### src/common/bpu_cfg.svh
`ifndef BPU_CFG_SVH
`define BPU_CFG_SVH

// datapath
`define BPU_XLEN            32
`define BPU_HIST_LEN        16   // global history bits

// direction tables
`define BPU_BIM_ENTRIES     512
`define BPU_TAGGED_ENTRIES  256  // per tagged table
`define BPU_TAG_WIDTH       10
`define BPU_PTAG_BITS       6    // upper tag bits compared on lookup

// return stack
`define BPU_RAS_DEPTH       64

`endif

### src/common/bpu_pkg.sv
`include "bpu_cfg.svh"

package bpu_pkg;

    typedef logic [`BPU_XLEN-1:0]     addr_t;
    typedef logic [`BPU_HIST_LEN-1:0] hist_t;
    typedef logic [1:0]               ctr_t;   // msb is the taken guess
    typedef logic [`BPU_TAG_WIDTH-1:0] tag_t;
    typedef logic [$clog2(`BPU_TAGGED_ENTRIES)-1:0] tidx_t;

    // which component gave the direction
    typedef enum logic [1:0] {
        PROV_BIMODAL = 2'd0,
        PROV_T0      = 2'd1,
        PROV_T1      = 2'd2
    } provider_e;

    // one slot of a tagged table
    typedef struct packed {
        tag_t tag;
        ctr_t ctr;
    } tag_entry_t;

    localparam ctr_t CTR_WEAK_NT = 2'b01;

    // saturating step toward the outcome
    function automatic ctr_t ctr_next(ctr_t ctr, logic taken);
        if (taken) begin
            return (ctr == 2'b11) ? ctr : ctr + 2'b01;
        end
        return (ctr == 2'b00) ? ctr : ctr - 2'b01;
    endfunction

endpackage

### src/logic/target_select.sv
`timescale 1ns/100ps

module target_select (
    input  bpu_pkg::addr_t pc_i,
    input  logic           is_branch_i,
    input  logic           is_jal_i,
    input  logic           is_jalr_i,
    input  logic           is_ret_i,
    input  bpu_pkg::addr_t jal_offset_i,
    input  bpu_pkg::addr_t br_offset_i,
    input  logic           dir_taken_i,
    input  bpu_pkg::addr_t ras_top_i,
    input  logic           ras_empty_i,
    input  logic           push_valid_i,
    input  bpu_pkg::addr_t push_data_i,
    output logic           branch_o,
    output logic           taken_o,
    output bpu_pkg::addr_t target_o
);

    bpu_pkg::addr_t seq_pc;

    assign seq_pc   = pc_i + 32'd4;
    assign branch_o = is_branch_i || is_jal_i || is_jalr_i;

    always_comb begin
        taken_o  = 1'b0;
        target_o = seq_pc;  // fall-through unless something below says taken
        if (is_jal_i) begin
            taken_o  = 1'b1;
            target_o = pc_i + jal_offset_i;
        end else if (is_ret_i) begin
            if (push_valid_i) begin
                // call decoded this cycle, not yet in the stack
                taken_o  = 1'b1;
                target_o = push_data_i;
            end else if (!ras_empty_i) begin
                taken_o  = 1'b1;
                target_o = ras_top_i;
            end
        end else if (is_branch_i && dir_taken_i) begin
            taken_o  = 1'b1;
            target_o = pc_i + br_offset_i;
        end
        // other jalr forms have no target source, stay sequential
    end

endmodule

### config.mk
export PLATFORM = sky130hd
export DESIGN_NAME = target_select
export DESIGN_NICKNAME = d
export VERILOG_FILES = /design/src/common/bpu_pkg.sv /design/src/logic/target_select.sv
export VERILOG_INCLUDE_DIRS = /design/src /design/src/common
export SDC_FILE = /design/constraint.sdc
export NUM_CORES = 1
export LEC_CHECK = 0
export ABC_AREA = 1
export ABC_CLOCK_PERIOD_IN_PS = 5200
export BUFFER_PORTS_ARGS = -buffer_cell sky130_fd_sc_hd__clkbuf_2
export CAP_MARGIN = 25
export CORE_ASPECT_RATIO = 0.5
export CORE_MARGIN = 2
export CORE_UTILIZATION = 35
export DETAILED_ROUTE_END_ITERATION = 10
export GPL_ROUTABILITY_DRIVEN = 0
export SETUP_SLACK_MARGIN = 0.1
export SLEW_MARGIN = 40
export SYNTH_ARGS = -nofsm -noshare
export SYNTH_HDL_FRONTEND = slang
export SYNTH_SLANG_ARGS = --single-unit
### constraint.sdc
create_clock -name vclk -period 5.2
set_input_delay 0.26 -clock vclk [all_inputs]
set_output_delay 0.26 -clock vclk [all_outputs]
set_load 0.02 [all_outputs]
==> results.toml <==
[status]
status = "completed"

[grt]
grt-ovfl-total = 0
antenna_found_initial = 1
grt_pass1_wl_um = 45600
grt_pass1_vias = 8806
grt_start_max_net_pins = 51
grt_use_total = 0.289

[cells_and_area]
fin_nets = 1770
numSequentialCells = 0
register_area_um2 = 0
num_antenna_cells = 0
finalInstanceArea_um2 = 7880
syn_to_final_growth_pct = 18.5
mostFrequentLayoutCells = "493 x nand2_1, 200 x clkbuf_2, 176 x nor2_1, 165 x inv_1, 121 x a21oi_1"
utilization = 0.425
final_common_cell = "nand2_1"
clock_buffers = 0
drive_gt1_frac = 0.148

[floorplanning]
die-area_um2 = 20200
start_util = 0.359
die_h_um = 101
core_um2 = 18500
die_x_um = 199
io_pins = 201
rows = 35

[sta]
slew_viol_final = 0
period_minus_slack_ns = 2.82
finalHoldViolations = 0
setup_ws_ns = 2.38
holdWs_ns = 0.827
post-route-period-util = 0.542
finalSetupTns_ns = 0
fmax_mhz = 355
grt_setup_unrepaired = "no"
worst_pin_slew_ns = 0.755
finalSetupViolations = 0
relSlewSlack = 0.496

[synth]
ys.warnings.count = 0
syn-cell-area_um2 = 6650
synth_fp_nets = 1596
syn_avg_cell_area_um2 = 4.87
synth.distinct_cells = 45
ys_seq_area_frac = 0
netlist_instances = 1364

[setup_path]
critical_path_class = "input port to output pin"
startpoint_type = "input port"
crit_path_max_fanout = 8
cp_slowest_stage_delay_ns = 0.45
path_buf_inv = 2
cp_top_family = "simple AND/OR/NAND/NOR gates"
path_cells = "clkbuf_2 > ha_1 > nand2_1 > nor2_1 > nand2_1 > nand3_1 > nand2_1 > nand2_1 > xor2_1 > o21bai_1 > a21oi_1 > clkbuf_2"
worstPathRequired_ns = 4.94
cp_common_cell = "nand2_1"
cp.arrival_ns = 2.56
critPathSlowestCell = "ha_1"
crit_path_end_kind = "output pin"

[placed_design]
dp_hpwl_um = 25400
place_ws_ns = 2.50
place_area_um2 = 7880
port_buffers = 201

[cts]
post-cts-setup-buffers = 0
cts.repair.resized = 0
postCtsHoldBufs = 0

[detailed_routing]
drt_iter0_drc = 1256
drc = 0
drtAntennaViolNets = 0
drtPass1Iterations = 5
via_per_inst = 5.42
vias = 9736
wl_per_cell_um = 16.7
drt-total-wl_um = 30000

[power_and_ir_drop]
pwr_density_cell_nw_per_um2 = 114
p_sw_frac = 0.667
power_frac_comb = 1.000
p_int_uw = 298
pwr-share-clk = 0
pwr-share-seq = 0
p_sw_uw = 598
peakVddDrop_mv = 0.0466
p_leak_uw = 0.00446

[flow_run]
maxCapViolCount = 0

[min_path]
min_path_type = "input port to output pin"
## through the flow
step,total power (µW),instances
2_1_floorplan,565,1364
3_3_place_gp,861,1794
3_5_place_dp,867,1795
4_1_cts,872,1795
5_1_grt,980,1795
6_report,897,1795
## metal layers
metal  track usage  up-vias  share of wire
li1              -     4757              -
met1         0.407     4383           0.43
met2         0.459      525           0.42
met3        0.0483       69           0.12
met4        0.0683        2          0.026
met5             0        -        0.00043
## final timing paths
| check | slack, ns | to | from | cells after the start |
|---|---|---|---|---|
| max | 2.38 | target_o[14] | pc_i[4] | 12 |
| min | 0.83 | branch_o | is_jalr_i | 4 |
## Yosys cell counts (all sizes together) (13+ instances only)
cell type    n  area (µm²)
a21oi      121         606
xor2        22         208
nand3       96         498
o21ai       73         373
nor3        13        75.1
nor2       183         719
buf         15        86.3
xnor2       13         114
nand2      496        1870
nand3b      14         105
nand4       15        93.8
inv        168         631
ha          63         788
clkbuf      18        67.6
o21bai      14         105
## power by group through the flow
stage               combinational [µW]  clock (µW)  sequential [µW]
floorplan                          565           0                0
global placement                   861           0                0
detailed placement                 867           0                0
CTS                                872           0                0
global route                       980           0                0
finish                             897           0                0
## kinds of logic (layout without fill, tap and decap cells)
logic type | count (synthesis) | in the layout | synth area share
simple gates | 825 | 825 | 0.514
compound gates | 236 | 236 | 0.194
buf+inv | 203 | 375 | 0.119
fa+ha+maj | 65 | 65 | 0.125
xor+xnor | 35 | 35 | 0.0484
## area by class of cell
class	instances	area, µm²
Fill cell	2120	10600
Tap cell	259	324
Multi-Input combinational cell	1161	5850
Timing Repair Buffer	205	1060
Inverter	170	639
(Power assumes the default switching activity.)
