## src/common/bpu_cfg.svh

```systemverilog
`ifndef BPU_CFG_SVH
`define BPU_CFG_SVH

// datapath
`define BPU_XLEN            32
`define BPU_HIST_LEN        16   // global history bits

// direction tables
`define BPU_BIM_ENTRIES     512
`define BPU_TAGGED_ENTRIES  256  // per tagged table
`define BPU_TAG_WIDTH       10
`define BPU_PTAG_BITS       6    // upper tag bits compared on lookup

// return stack
`define BPU_RAS_DEPTH       64

`endif

```

## src/common/bpu_pkg.sv

```systemverilog
`include "bpu_cfg.svh"

package bpu_pkg;

    typedef logic [`BPU_XLEN-1:0]     addr_t;
    typedef logic [`BPU_HIST_LEN-1:0] hist_t;
    typedef logic [1:0]               ctr_t;   // msb is the taken guess
    typedef logic [`BPU_TAG_WIDTH-1:0] tag_t;
    typedef logic [$clog2(`BPU_TAGGED_ENTRIES)-1:0] tidx_t;

    // which component gave the direction
    typedef enum logic [1:0] {
        PROV_BIMODAL = 2'd0,
        PROV_T0      = 2'd1,
        PROV_T1      = 2'd2
    } provider_e;

    // one slot of a tagged table
    typedef struct packed {
        tag_t tag;
        ctr_t ctr;
    } tag_entry_t;

    localparam ctr_t CTR_WEAK_NT = 2'b01;

    // saturating step toward the outcome
    function automatic ctr_t ctr_next(ctr_t ctr, logic taken);
        if (taken) begin
            return (ctr == 2'b11) ? ctr : ctr + 2'b01;
        end
        return (ctr == 2'b00) ? ctr : ctr - 2'b01;
    endfunction

endpackage

```

## src/ras/return_stack.sv

```systemverilog
`timescale 1ns/100ps
`include "bpu_cfg.svh"

module return_stack #(
    parameter int DEPTH = `BPU_RAS_DEPTH
) (
    input  logic           clk,
    input  logic           rst,
    input  logic           push_i,
    input  bpu_pkg::addr_t push_data_i,
    input  logic           pop_i,
    output bpu_pkg::addr_t top_o,
    output logic           empty_o
);

    localparam int AW = $clog2(DEPTH);
    localparam int PW = $clog2(DEPTH + 1);  // pointer reaches DEPTH when full

    bpu_pkg::addr_t mem [DEPTH];
    logic [PW-1:0]  sp_q;       // next free slot
    logic [PW-1:0]  sp_popped;
    logic [PW-1:0]  top_ptr;
    logic           do_pop;
    logic           do_push;

    // pop of an empty stack is ignored
    assign do_pop    = pop_i && (sp_q != '0);
    assign sp_popped = sp_q - {{(PW-1){1'b0}}, do_pop};

    // push goes after the pop, full stack drops it
    assign do_push = push_i && (sp_popped < PW'(DEPTH));

    always_ff @(posedge clk or posedge rst) begin
        if (rst) begin
            sp_q <= '0;
        end else begin
            sp_q <= sp_popped + {{(PW-1){1'b0}}, do_push};
        end
    end

    always_ff @(posedge clk) begin
        if (do_push) begin
            mem[sp_popped[AW-1:0]] <= push_data_i;  // reuses a slot freed this cycle
        end
    end

    assign top_ptr = sp_q - 1'b1;
    assign top_o   = mem[top_ptr[AW-1:0]];  // meaningless while empty
    assign empty_o = (sp_q == '0);

    a_sp_bound: assert property (@(posedge clk) disable iff (rst)
        sp_q <= PW'(DEPTH))
        else $error("return_stack: pointer beyond depth");

endmodule

```

## config.mk

```make
export PLATFORM = sky130hd
export DESIGN_NAME = return_stack
export DESIGN_NICKNAME = d
export VERILOG_FILES = /design/src/common/bpu_pkg.sv /design/src/ras/return_stack.sv
export VERILOG_INCLUDE_DIRS = /design/src /design/src/common
export SDC_FILE = /design/constraint.sdc
export NUM_CORES = 2
export LEC_CHECK = 0
export ABC_AREA = 1
export BUFFER_PORTS_ARGS = -buffer_cell sky130_fd_sc_hd__buf_2
export CORE_UTILIZATION = 40
export DETAILED_ROUTE_END_ITERATION = 16
export GPL_TIMING_DRIVEN = 0
export SETUP_SLACK_MARGIN = 0.02
export SYNTH_ARGS = -nofsm -noshare
export SYNTH_HDL_FRONTEND = slang
export SYNTH_SLANG_ARGS = --single-unit
```

## constraint.sdc

```tcl
create_clock -name clk -period 7 [get_ports clk]
set_clock_uncertainty 0.05 [all_clocks]
set_input_delay 1.4 -clock clk [delete_from_list [all_inputs] [get_ports clk]]
set_output_delay 1.4 -clock clk [all_outputs]
set_load 0.02 [all_outputs]
```

==> results by group <==
Power and ir drop
  • Power per cell area: 503 nW/µm²
  • LEAKAGE: 33.6 nW
  • Final Power: 47.9 mW
  • Worst vdd ir: 0.371 mV

Setup path
  • CP endpoint kind: output port
  • Reg-to-reg startpoint: sp_q[0]$_DFF_PP0_
  • Crit path launch: sp_q[0]$_DFF_PP0_
  • Crit path launch type: register
  • CP Max Fanout: 19
  • Kind of critical path: reg -> out
  • Critical Path AT: 5.38 ns
  • WP data required: 5.55 ns

Timing
  • Slew HR: -2.93%
  • Min Tclk post-route: 6.83 ns
  • Max-slew violations: 65
  • Period utilization: 97.6%
  • Final setup viols: 0
  • Worst Tran Pin Value: 1.54 ns
  • Min Hold Slack: 0.525 ns
  • RSZ-0062 raised after global routing: false
  • Final Hold Vio Count: 0
  • Fmax: 0.146 GHz

Global route
  • GRT overflow: 0
  • Largest net degree at the start of global routing: 65
  • First-pass GRT wire length: 418000 µm
  • Initial antenna violation count: 28
  • Number of global-route vias before repair: 53100
  • Tot GR Track Use: 28.7%

Route
  • Via count: 57900
  • DRT iter0 DRCs: 8454
  • DR WL/cell: 30.5 µm
  • Routed wire length: 306000 µm
  • Post-DRT Antenna Nets: 0
  • Drt drc: 0
  • Vias/cell: 5.78
  • Detailed-router iteration count before antenna repair: 8

Logic synthesis
  • Ys async rst share: 0.341%
  • Synth unique cells: 25
  • Register area share after synthesis: 74.5%
  • Syn Area/Cell: 12.2 µm²
  • Yosys reg bits: 2055
  • Syn nets: 6849
  • Cell Area, Synth: 82800 µm²
  • Post-Syn Instances: 6807
  • Main flop type after synthesis: edfxtp_1
  • Yosys Warn Count: 0
  • EDFF count, synth: 2048

Flow run
  • Max-cap viol count: 1

Floorplan
  • Die span in x: 457 µm
  • FP Rows: 166
  • DIE HEIGHT: 457 µm
  • Std-Cell Core Area: 205000 µm²
  • Starting Density: 40.3%
  • I/O Pins: 69
  • Die ar.: 209000 µm²

Outcome
  • Status: complete, but fails checks
  • Failing checks: max-capacitance violations, max-slew violations

Final layout
  • Layout area overhead: 15.0%
  • Fillers: 18200
  • Area of the multi-input gates: 19200 µm²
  • Post-route cell area: 95200 µm²
  • FF+latch area: 61700 µm²
  • Filler-free cell count of the finished design: 10000
  • Share of layout cells above drive strength 1: 12.2%
  • Nets@finish: 7202
  • Post-layout util: 46.4%

Clock tree
  • CTS tree: done
  • Max Root-Sink Buffers: 3
  • TritonCTS buffer count: 203
  • CTS clk-pin slew, worst paths: 0.07 ns
  • Post-CTS Hold Buffers: 0
  • H-Tree Depth: 4
  • Cts repair resizes: 17
  • Setup bufs post-CTS: 0
  • Clk sinks: 2055
  • Clk_lat worst skew: 0.88 ns
  • Root Buffer: clkbuf_16

Min path
  • Hold Crit Class: in -> async

Placed design
  • Placed Cells: 9642
  • HPWL Detailed: 210000 µm
  • Final GP Congestion: 1.07
  • Port buffer count: 68
  • Placed Area: 88700 µm²
## area by class of cell
cell class	instances	area share, %
Clock buffer	262	5.59
Antenna cell	11	0.0289
Tap cell	2688	3.53
Sequential cell	2055	64.8
Inverter	24	0.0985
Clock inverter	109	1.10
Multi-Input combinational cell	4285	20.2
Buffer	442	2.44
Timing Repair Buffer	149	2.26
## sequential cells by signal, summed over array words and instances, names as in the netlist
signal and count:
sp_q 7, mem 2048
## metal layers
metal | vias to the layer above | track usage [%] | wire length, µm
met2 | 3597 | 43.8 | 137000
li1 | 25000 | - | -
met3 | 563 | 6.94 | 35300
met4 | 10 | 13.7 | 15900
met5 | - | 0 | 53
met1 | 28800 | 38.6 | 118000
## cell usage after synthesis, types with 6 or more instances
cell,n,area share (%)
inv_2,8,0.036
buf_1,22,0.10
dfrtp_1,7,0.21
edfxtp_1,2048,74
nand2_1,2263,10
buf_4,53,0.48
nor2_1,77,0.35
nand3_4,8,0.17
nand3_1,1914,12
buf_2,331,2.0
clkbuf_1,36,0.16
inv_1,14,0.063
ha_1,6,0.091
## logic make-up after synthesis
logic type	count (synthesis)	synth area share, %
AO/OA/AOI/OAI	1	0.00604
XOR/XNOR	8	0.121
adder cells (fa/ha/maj)	6	0.0907
buffers and inverters	467	2.87
flip-flops	2055	74.5
AND/OR/NAND/NOR	4270	22.4
## metrics by stage
step,setup TNS [ns],setup slack (ns)
3_5_place_dp,0,0.385
5_1_grt,0,0.252
3_3_place_gp,-1037.99,-1.10
6_report,0,0.166
4_1_cts,0,0.0202
2_1_floorplan,0,2.30
## worst max-delay path, cell delays in order, from the launching register on
cell      delay [ns]
dfrtp_1         0.37
buf_4           0.18
inv_4           0.31
buf_4           0.36
ha_1            0.18
buf_4           0.19
buf_2           0.70
clkbuf_2        0.62
nand3_1         0.15
nand3_1         0.11
nand3_1         0.16
nand3_1         0.28
nand2_1         0.10
nand2_1         0.34
nand2_1         0.20
buf_2           0.21
## path summary, 6_finish.rpt
kind	end	slack [ns]	depth (start not counted)
min in group clk	sp_q[6]$_DFF_PP0_	0.73	3
worst max register to register	mem[11][10]$_DFFE_PP_	1.53	14
worst max-delay path	top_o[12]	0.17	15
worst min register to register	sp_q[6]$_DFF_PP0_	0.73	3
worst min-delay path	sp_q[0]$_DFF_PP0_	0.53	2
max in group asynchronous	sp_q[6]$_DFF_PP0_	6.12	2
## cells in the final DEF, fill, tap and decap left out, drive strengths merged
cell type | netlist | final
nand2 | 2266 | 2266
edfxtp | 2048 | 2048
nand3 | 1922 | 1922
buf | 407 | 552
clkbuf | 36 | 299
clkinv | 1 | 85
nor2 | 80 | 80
inv | 23 | 31
bufinv | 0 | 13
diode | 0 | 11
dfrtp | 7 | 7
ha | 6 | 6
xor2 | 6 | 6
clkinvlp | 0 | 4
clkdlybuf4s15 | 0 | 2
xnor2 | 2 | 2
or2 | 1 | 1
a21oi | 1 | 1
nor3b | 1 | 1
## report_power, final
part           switching [mW]  internal, mW
registers              0.0396          13.7
clock network            4.79          5.87
logic                    18.3          5.28
total                    23.1          24.8
Note: power is estimated with default switching activity, not from simulation.
