===== src/common/bpu_cfg.svh =====
`ifndef BPU_CFG_SVH
`define BPU_CFG_SVH

// datapath
`define BPU_XLEN            32
`define BPU_HIST_LEN        16   // global history bits

// direction tables
`define BPU_BIM_ENTRIES     512
`define BPU_TAGGED_ENTRIES  256  // per tagged table
`define BPU_TAG_WIDTH       10
`define BPU_PTAG_BITS       6    // upper tag bits compared on lookup

// return stack
`define BPU_RAS_DEPTH       64

`endif


===== src/common/bpu_pkg.sv =====
`include "bpu_cfg.svh"

package bpu_pkg;

    typedef logic [`BPU_XLEN-1:0]     addr_t;
    typedef logic [`BPU_HIST_LEN-1:0] hist_t;
    typedef logic [1:0]               ctr_t;   // msb is the taken guess
    typedef logic [`BPU_TAG_WIDTH-1:0] tag_t;
    typedef logic [$clog2(`BPU_TAGGED_ENTRIES)-1:0] tidx_t;

    // which component gave the direction
    typedef enum logic [1:0] {
        PROV_BIMODAL = 2'd0,
        PROV_T0      = 2'd1,
        PROV_T1      = 2'd2
    } provider_e;

    // one slot of a tagged table
    typedef struct packed {
        tag_t tag;
        ctr_t ctr;
    } tag_entry_t;

    localparam ctr_t CTR_WEAK_NT = 2'b01;

    // saturating step toward the outcome
    function automatic ctr_t ctr_next(ctr_t ctr, logic taken);
        if (taken) begin
            return (ctr == 2'b11) ? ctr : ctr + 2'b01;
        end
        return (ctr == 2'b00) ? ctr : ctr - 2'b01;
    endfunction

endpackage


===== src/logic/inst_decode.sv =====
`timescale 1ns/100ps

module inst_decode (
    input  bpu_pkg::addr_t inst_i,
    output logic           is_branch_o,
    output logic           is_jal_o,
    output logic           is_jalr_o,
    output logic           is_ret_o,
    output bpu_pkg::addr_t jal_offset_o,
    output bpu_pkg::addr_t br_offset_o
);

    localparam logic [6:0] OP_BRANCH = 7'b1100011;
    localparam logic [6:0] OP_JAL    = 7'b1101111;
    localparam logic [6:0] OP_JALR   = 7'b1100111;

    logic [4:0]  rd;
    logic [4:0]  rs1;
    logic [11:0] i_imm;
    logic        rs1_link;

    assign rd    = inst_i[11:7];
    assign rs1   = inst_i[19:15];
    assign i_imm = inst_i[31:20];

    // x1 (ra) or x5 (t0) as link register
    assign rs1_link = (rs1 == 5'd1) || (rs1 == 5'd5);

    assign is_branch_o = (inst_i[6:0] == OP_BRANCH);
    assign is_jal_o    = (inst_i[6:0] == OP_JAL);
    assign is_jalr_o   = (inst_i[6:0] == OP_JALR);

    // plain "jalr x0, 0(ra)" form only
    assign is_ret_o = is_jalr_o && (rd == 5'd0) && rs1_link && (i_imm == 12'd0);

    // J-type immediate
    assign jal_offset_o = {{12{inst_i[31]}}, inst_i[19:12], inst_i[20],
                           inst_i[30:21], 1'b0};

    // B-type immediate
    assign br_offset_o = {{20{inst_i[31]}}, inst_i[7], inst_i[30:25],
                          inst_i[11:8], 1'b0};

endmodule


===== config.mk =====
export PLATFORM = sky130hd
export DESIGN_NAME = inst_decode
export DESIGN_NICKNAME = d
export VERILOG_FILES = /design/src/common/bpu_pkg.sv /design/src/logic/inst_decode.sv
export VERILOG_INCLUDE_DIRS = /design/src /design/src/common
export SDC_FILE = /design/constraint.sdc
export NUM_CORES = 1
export LEC_CHECK = 0
export BUFFER_PORTS_ARGS = -buffer_cell sky130_fd_sc_hd__buf_2
export CORE_MARGIN = 3
export CORE_UTILIZATION = 29
export DETAILED_ROUTE_END_ITERATION = 8
export GPL_ROUTABILITY_DRIVEN = 0
export PLACE_DENSITY = 0.82
export SLEW_MARGIN = 15
export SYNTH_ARGS = -nofsm -noshare
export SYNTH_HDL_FRONTEND = slang
export SYNTH_SLANG_ARGS = --single-unit

===== constraint.sdc =====
create_clock -name vclk -period 1
set_input_delay 0.15 -clock vclk [all_inputs]
set_output_delay 0.15 -clock vclk [all_outputs]
set_load 0.01 [all_outputs]

==> results of run 1 <==
-- report_power, final --
part / internal (mW) / switching (mW) / leakage, nW
sequential: 0 / 0 / 0
clock: 0 / 0 / 0
combinational: 0.159 / 0.175 / 0.457
-- stage by stage --
step                      hold WS, ns  utilization, %  cells  power, mW
after floorplan                 0.326               -     82      0.276
after global placement          0.300            35.7    139      0.296
after detailed placement        0.300            35.7    139      0.301
after CTS                       0.300            38.6    139      0.320
after global routing            0.300            41.2    139      0.360
final                           0.300            41.2    139      0.334
-- worst min path at each step --
stage                          start          endpoint  slack (ns)
after detailed placement  inst_i[14]  jal_offset_o[14]        0.30
final                     inst_i[14]  jal_offset_o[14]        0.30
after global placement    inst_i[14]  jal_offset_o[14]        0.30
after global routing      inst_i[12]  jal_offset_o[12]        0.30
after CTS                 inst_i[14]  jal_offset_o[14]        0.30
after floorplan            inst_i[3]          is_ret_o        0.33
-- final cells by class --
class                      instances  share of cell area (%)
timing repair buffer              96                    72.1
multi-input combinational         17                    23.2
tap                               25                    4.17
inverter                           1                   0.501
-- layer usage --
metal  vias up  GRT usage, %  routed length, um
li1        260             -                  -
met1       232          7.12                407
met2        47          20.8                830
met3         0          2.04                236
met4         0             0                  0
met5         -             0                  0
-- logic make-up (layout without fill, tap and decap cells) --
kind of cell / after synthesis / after routing / synth area share, %
other: 1 / 2 / 0.634
buffers and inverters: 65 / 97 / 81.8
and+or+nand+nor: 15 / 15 / 17.5
-- worst max-delay path: cells and delay by family --
family	cells	cell delay, ns
buffers and inverters	2	0.26
AND/OR/NAND/NOR	3	0.61
-- cells in the final DEF, fill, tap and decap left out --
master / count
buf_4: 5
nor3_2: 1
buf_2: 84
nor4_4: 2
nand2_1: 1
nor2_2: 1
nor3_1: 1
nor2_1: 2
nand4_4: 1
inv_1: 1
conb_1: 2
nor4b_4: 1
nor4_2: 2
nand4_1: 1
buf_6: 6
and3b_2: 1
nand3_1: 1
buf_8: 1
-- timing repair --
item / 4_1_cts / 5_1_grt
pin swaps: 6 / 2
gates cloned: 0 / 0
setup endpoints to repair: 3 / 4
resized for setup: 10 / 10
==> impl_metrics.csv, run 1 <==
group,metric,value,unit
run_status,status,"finished with violations",
run_status,violations,"negative setup slack",
layout,final_cell_area,749,sq um
run,maxCapViolations,0,
sta,hold_violations,0,
yosys,synth_top_area_cell,"buf_4",
floorplan,boundaryPins,100,
worst_hold_path,holdCritPathClass,"primary input to output port",
yosys,synth_seq_area_share,0,%
layout,final_nets,148,
critical_path,cpPeakStageDelay,0.27,ns
drt,dr.pass1.iters,3,
layout,fillCellCount,186,
global_routing,grt_pass1_vias,441,
global_routing,grt_pass1_wl,1.90,mm
layout,nClkBuffers,0,
drt,drc,0,
floorplan,core-area,1820,sq um
sta,setup_violations,3,
critical_path,cp_slowest_cell,"nor4b_4",
critical_path,arrival,1.02,ns
layout,antenna_cells,0,
floorplan,dieArea,2620,sq um
critical_path,crit_fanout,2,
power_and_ir_drop,vdd_drop_max,173,uV
critical_path,crit_chain,"buf_8 -> nor4b_4 -> nand4_1 -> nor4_4 -> buf_2",
layout,syn_to_final_growth,26.6,%
sta,setup_ws,-0.171,ns
placed_design,dp_slack,-0.313,ns
drt,wl,1.47,mm
floorplan,chipWidth,51.2,um
yosys,syn_area_per_cell,7.31,sq um
power_and_ir_drop,p_leak,0.457,nW
layout,layout.area.seq,0,sq um
critical_path,critPathLaunch,"inst_i[21]",
sta,tns,-0.312,ns
global_routing,grt_overflow_total,0,
global_routing,grt_max_degree,21,
power_and_ir_drop,power_density,446,nW/um^2
sta,period_share,117,%
drt,viasPerCell,3.88,
floorplan,die_h,51.2,um
clock_tree,ctsHoldBuffers,0,
yosys,yosys.area.top_type_share,81.2,%
layout,drive_gt1_share,92.1,%
placed_design,place_hpwl,1.28,mm
critical_path,crit_type,"primary input to output port",
floorplan,start_util,32.5,%
placed_design,place.port_buffers,90,
yosys,yosysWarnings,0,
yosys,syn_inst,81,
critical_path,cp-start-kind,"primary input",
yosys,syn_area,592,sq um
drt,drt-initial-drc-count,5,
yosys,synth_cell_type_count,13,
drt,antenna_left,0,
drt,via_count,539,
sta,maxSlewViolCount,0,
critical_path,worstPathRequired,0.85,ns
yosys,yosys-top-cells-area,"buf_4, nor4_1, nor4b_2",
global_routing,grt_usage,8.79,%
clock_tree,post-cts-setup-buffers,0,
layout,multi_input_area,174,sq um
placed_design,dpl-instance-area,651,sq um
sta,finalCriticalPeriod,1.17,ns
worst_hold_path,hold_depth,0,
yosys,synth.most_common_cell,"buf_4",
critical_path,crit_path_end,"is_ret_o",
layout,flops_and_latches,0,
sta,clock.fmax,854,MHz
critical_path,crit_path_end_kind,"output port",
yosys,synthTopCellsByCount,"buf_4, nor2_1, nor4_1",
sta,rsz0062_at_grt,"yes",
floorplan,rows,15,
global_routing,antenna_found_initial,0,
drt,wl_per_cell,10.6,um
(Power assumes the default switching activity.)
==> run 2, diff against run 1 <==
Settings changed: SKIP_LAST_GASP set to 1.
==> run 2 against run 1 <==
Compared with the run above:
- the run still ends with negative setup slack left
- via count is 0.56% higher
- setup slack better by 0.0018 ns
- combinational power is 2% lower
- count of clock-buffer cells in the layout stayed put
- global-route usage stayed put
- die area stayed put
- non-clock buffer count stayed put
- sequential cell count stayed put
- hold slack stayed put
- cell count stayed put
- critical endpoint unchanged
- largest power group unchanged
==> impl_metrics.csv, run 2 (synthesis gave the netlist of run 1 again) <==
group,metric,value,unit
layout,final_cell_mix,"buf_2, buf_6, buf_4",
worst_hold_path,holdCritPathClass,"primary input to output port",
sta,hold_violations,0,
drt,viasPerCell,3.90,
power_and_ir_drop,vdd_drop_max,173,uV
global_routing,grt_max_degree,21,
power_and_ir_drop,power_density,446,nW/um^2
power_and_ir_drop,switching_power,174,uW
critical_path,cpPeakStageDelay,0.27,ns
floorplan,core-area,1820,sq um
critical_path,arrival,1.02,ns
layout,syn_to_final_growth,23.9,%
floorplan,die_h,51.2,um
critical_path,crit_path_end_kind,"output port",
sta,finalCriticalPeriod,1.17,ns
drt,wl,1.45,mm
drt,dr_wl_met3,228,um
placed_design,place_hpwl,1.28,mm
run_status,status,"finished with violations",
floorplan,chipWidth,51.2,um
placed_design,place.port_buffers,90,
critical_path,worstPathRequired,0.85,ns
global_routing,grt_usage,8.79,%
drt,wl_per_cell,10.4,um
sta,setup_ws,-0.170,ns
global_routing,grt_pass1_wl,1.90,mm
layout,antenna_cells,0,
global_routing,grt_overflow_total,0,
run_status,violations,"negative setup slack",
drt,dr.pass1.iters,3,
critical_path,crit_fanout,2,
run,maxCapViolations,0,
floorplan,rows,15,
drt,drc,0,
critical_path,cp_slowest_cell,"nor4b_4",
layout,flops_and_latches,0,
sta,period_share,117,%
power_and_ir_drop,seqPwrFrac,0,%
drt,via_count,542,
layout,layout.area.seq,0,sq um
sta,setup_violations,3,
sta,clock.fmax,855,MHz
floorplan,boundaryPins,100,
power_and_ir_drop,internal_power,153,uW
power_and_ir_drop,p_clk_share,0,%
placed_design,dp_slack,-0.313,ns
drt,top_layer,"met3",
power_and_ir_drop,p_leak,0.452,nW
drt,wl_met2,806,um
layout,nClkBuffers,0,
layout,final_nets,148,
drt,drt-initial-drc-count,6,
drt,antenna_left,0,
sta,maxSlewViolCount,0,
power_and_ir_drop,combPwrFrac,100.0,%
floorplan,dieArea,2620,sq um
critical_path,critical_path_buf_inv_count,2,
placed_design,dpl-instance-area,651,sq um
clock_tree,post-cts-setup-buffers,0,
global_routing,grt_pass1_vias,441,
layout,final_cell_area,733,sq um
sta,rsz0062_at_grt,"yes",
floorplan,start_util,32.5,%
power_and_ir_drop,netSwitchingFraction,53.2,%
critical_path,critPathTopFamily,"simple AND/OR/NAND/NOR gates",
global_routing,antenna_found_initial,0,
drt,wl_met1,413,um
critical_path,crit_type,"primary input to output port",
layout,drive_gt1_share,92.1,%
critical_path,crit_chain,"buf_6 -> nor4b_4 -> nand4_1 -> nor4_4 -> buf_2",
layout,final_common_cell,"buf_2",
critical_path,cp-start-kind,"primary input",
-- run 2: changes by cell type in the layout (fill, tap and decap cells not counted) --
cell / delta
buf_6: -1
buf_2: +2
buf_8: -1
-- run 2: layer usage --
layer / up-vias / GRT usage, %
met5: - / 0
met4: 0 / 0
met3: 0 / 2.04
met2: 47 / 20.8
met1: 234 / 7.12
li1: 261 / -
-- run 2: path summary, 6_finish.rpt --
| check | endpoint | slack (ns) | from | depth (start not counted) |
|---|---|---|---|---|
| setup / recovery | is_ret_o | -0.17 | inst_i[21] | 5 |
| hold / removal | jal_offset_o[14] | 0.30 | inst_i[14] | 0 |
-- run 2: layout make-up --
cell class                      instances  area (sq um)
Fill cell                             186          1090
Timing Repair Buffer                   96           524
Multi-Input combinational cell         17           174
Tap cell                               25          31.3
Inverter                                1          3.75
-- run 2: timing repair --
item	4_1_cts	5_1_grt
setup endpoints to repair	3	4
pin swaps	6	2
hold buffers	0	0
gates cloned	0	0
gates resized for setup	10	6
-- run 2: metrics by stage --
step	setup TNS, ns	utilization, %	std cells	hold slack, ns	total power [mW]
final	-0.322	40.3	139	0.300	0.327
after global routing	-0.579	40.3	139	0.300	0.353
after CTS	-0.440	38.6	139	0.300	0.320
after detailed placement	-0.601	35.7	139	0.300	0.301
after global placement	-0.645	35.7	139	0.300	0.296
after floorplan	0	-	82	0.326	0.276
-- run 2: power groups by stage --
stage | clock [mW] | sequential, mW | combinational (mW)
after CTS | 0 | 0 | 0.320
after global placement | 0 | 0 | 0.296
after detailed placement | 0 | 0 | 0.301
after floorplan | 0 | 0 | 0.276
after global routing | 0 | 0 | 0.353
final | 0 | 0 | 0.327
==> run 3, diff against run 2 <==
Settings changed: MAX_ROUTING_LAYER set to met4.
==> run 3 against run 2 <==
Compared with the run above:
- the flow still finishes with violations (negative setup slack)
- critical path depth stayed put
- non-clock buffer count stayed put
- sequential cell count stayed put
- first-iteration DRC count stayed put
- largest power group unchanged
==> impl_metrics.csv, run 3 (synthesis gave the netlist of run 1 again) <==
group,metric,value,unit
floorplan,chipWidth,51.2,um
floorplan,boundaryPins,100,
layout,final_cell_mix,"buf_2, buf_6, buf_4",
clock_tree,post-cts-setup-buffers,0,
drt,drc,0,
global_routing,grt_usage,9.02,%
critical_path,crit_type,"primary input to output port",
drt,wl,1.45,mm
sta,rsz0062_at_grt,"yes",
drt,top_layer,"met3",
drt,wl_met1,415,um
sta,hold_violations,0,
critical_path,crit_path_end_kind,"output port",
sta,setup_violations,3,
drt,drt-initial-drc-count,6,
placed_design,place_hpwl,1.28,mm
power_and_ir_drop,power_density,446,nW/um^2
drt,wl_per_cell,10.4,um
worst_hold_path,holdCritPathClass,"primary input to output port",
floorplan,die_h,51.2,um
layout,nClkBuffers,0,
drt,wl_met2,806,um
sta,hold-worst-slack,0.300,ns
power_and_ir_drop,finalPower,327,uW
layout,antenna_cells,0,
critical_path,crit_fanout,2,
drt,viasPerCell,3.90,
layout,final_cells,139,
sta,finalCriticalPeriod,1.17,ns
run,maxCapViolations,0,
critical_path,worstPathRequired,0.85,ns
critical_path,arrival,1.02,ns
sta,clock.fmax,855,MHz
sta,period_share,117,%
sta,maxSlewViolCount,0,
sta,setup_ws,-0.170,ns
global_routing,grt_max_degree,21,
floorplan,rows,15,
floorplan,start_util,32.5,%
layout,flops_and_latches,0,
layout,final_nets,148,
drt,via_count,542,
drt,dr_wl_met3,225,um
drt,dr.pass1.iters,3,
layout,final_common_cell,"buf_2",
global_routing,grt_pass1_wl,1.90,mm
critical_path,cp-start-kind,"primary input",
global_routing,antenna_found_initial,0,
layout,layout.area.seq,0,sq um
global_routing,grt_pass1_vias,441,
global_routing,grt_overflow_total,0,
run_status,status,"finished with violations",
layout,drive_gt1_share,92.1,%
placed_design,place_inst,139,
drt,antenna_left,0,
run_status,violations,"negative setup slack",
placed_design,place.port_buffers,90,
power_and_ir_drop,vdd_drop_max,173,uV
floorplan,dieArea,2620,sq um
layout,syn_to_final_growth,23.9,%
floorplan,core-area,1820,sq um
power_and_ir_drop,p_leak,0.452,nW
==> run 3: cell counts in the layout (fill, tap and decap cells not counted) <==
No cell type changed its count.
==> run 3: routing by layer <==
metal	track usage, %	up-vias
li1	-	261
met1	7.29	234
met2	20.8	47
met3	1.75	0
met4	0	0
met5	-	-
==> run 3: layout make-up <==
class / count / area [sq um]
Fill cell: 186 / 1090
Timing Repair Buffer: 96 / 524
Inverter: 1 / 3.75
Tap cell: 25 / 31.3
Multi-Input combinational cell: 17 / 174
==> run 3: worst paths after layout <==
path,start,endpoint,depth (start not counted)
max,inst_i[21],is_ret_o,5
min,inst_i[14],jal_offset_o[14],0
==> run 3: critical path, cell delays in order <==
cell	delay, ns
buf_6	0.10
nor4b_4	0.27
nand4_1	0.18
nor4_4	0.16
buf_2	0.16
==> run 3: power by group <==
part           switching [mW]  internal (mW)
sequential                  0              0
clock                       0              0
combinational           0.174          0.153
==> run 3: timing repair <==
action / in CTS / in global routing
pin swaps: 6 / 2
resized for setup: 10 / 6
endpoints found under the setup margin: 3 / 4
hold buffers: 0 / 0
==> run 3: per-stage QoR <==
step / util (%) / setup slack [ns] / setup TNS [ns] / cell area, sq um
floorplan: - / 0.0122 / 0 / 604
global placement: 35.7 / -0.385 / -0.645 / 651
detailed placement: 35.7 / -0.313 / -0.601 / 651
CTS: 38.6 / -0.197 / -0.440 / 702
global route: 40.3 / -0.246 / -0.579 / 733
finish: 40.3 / -0.170 / -0.322 / 733
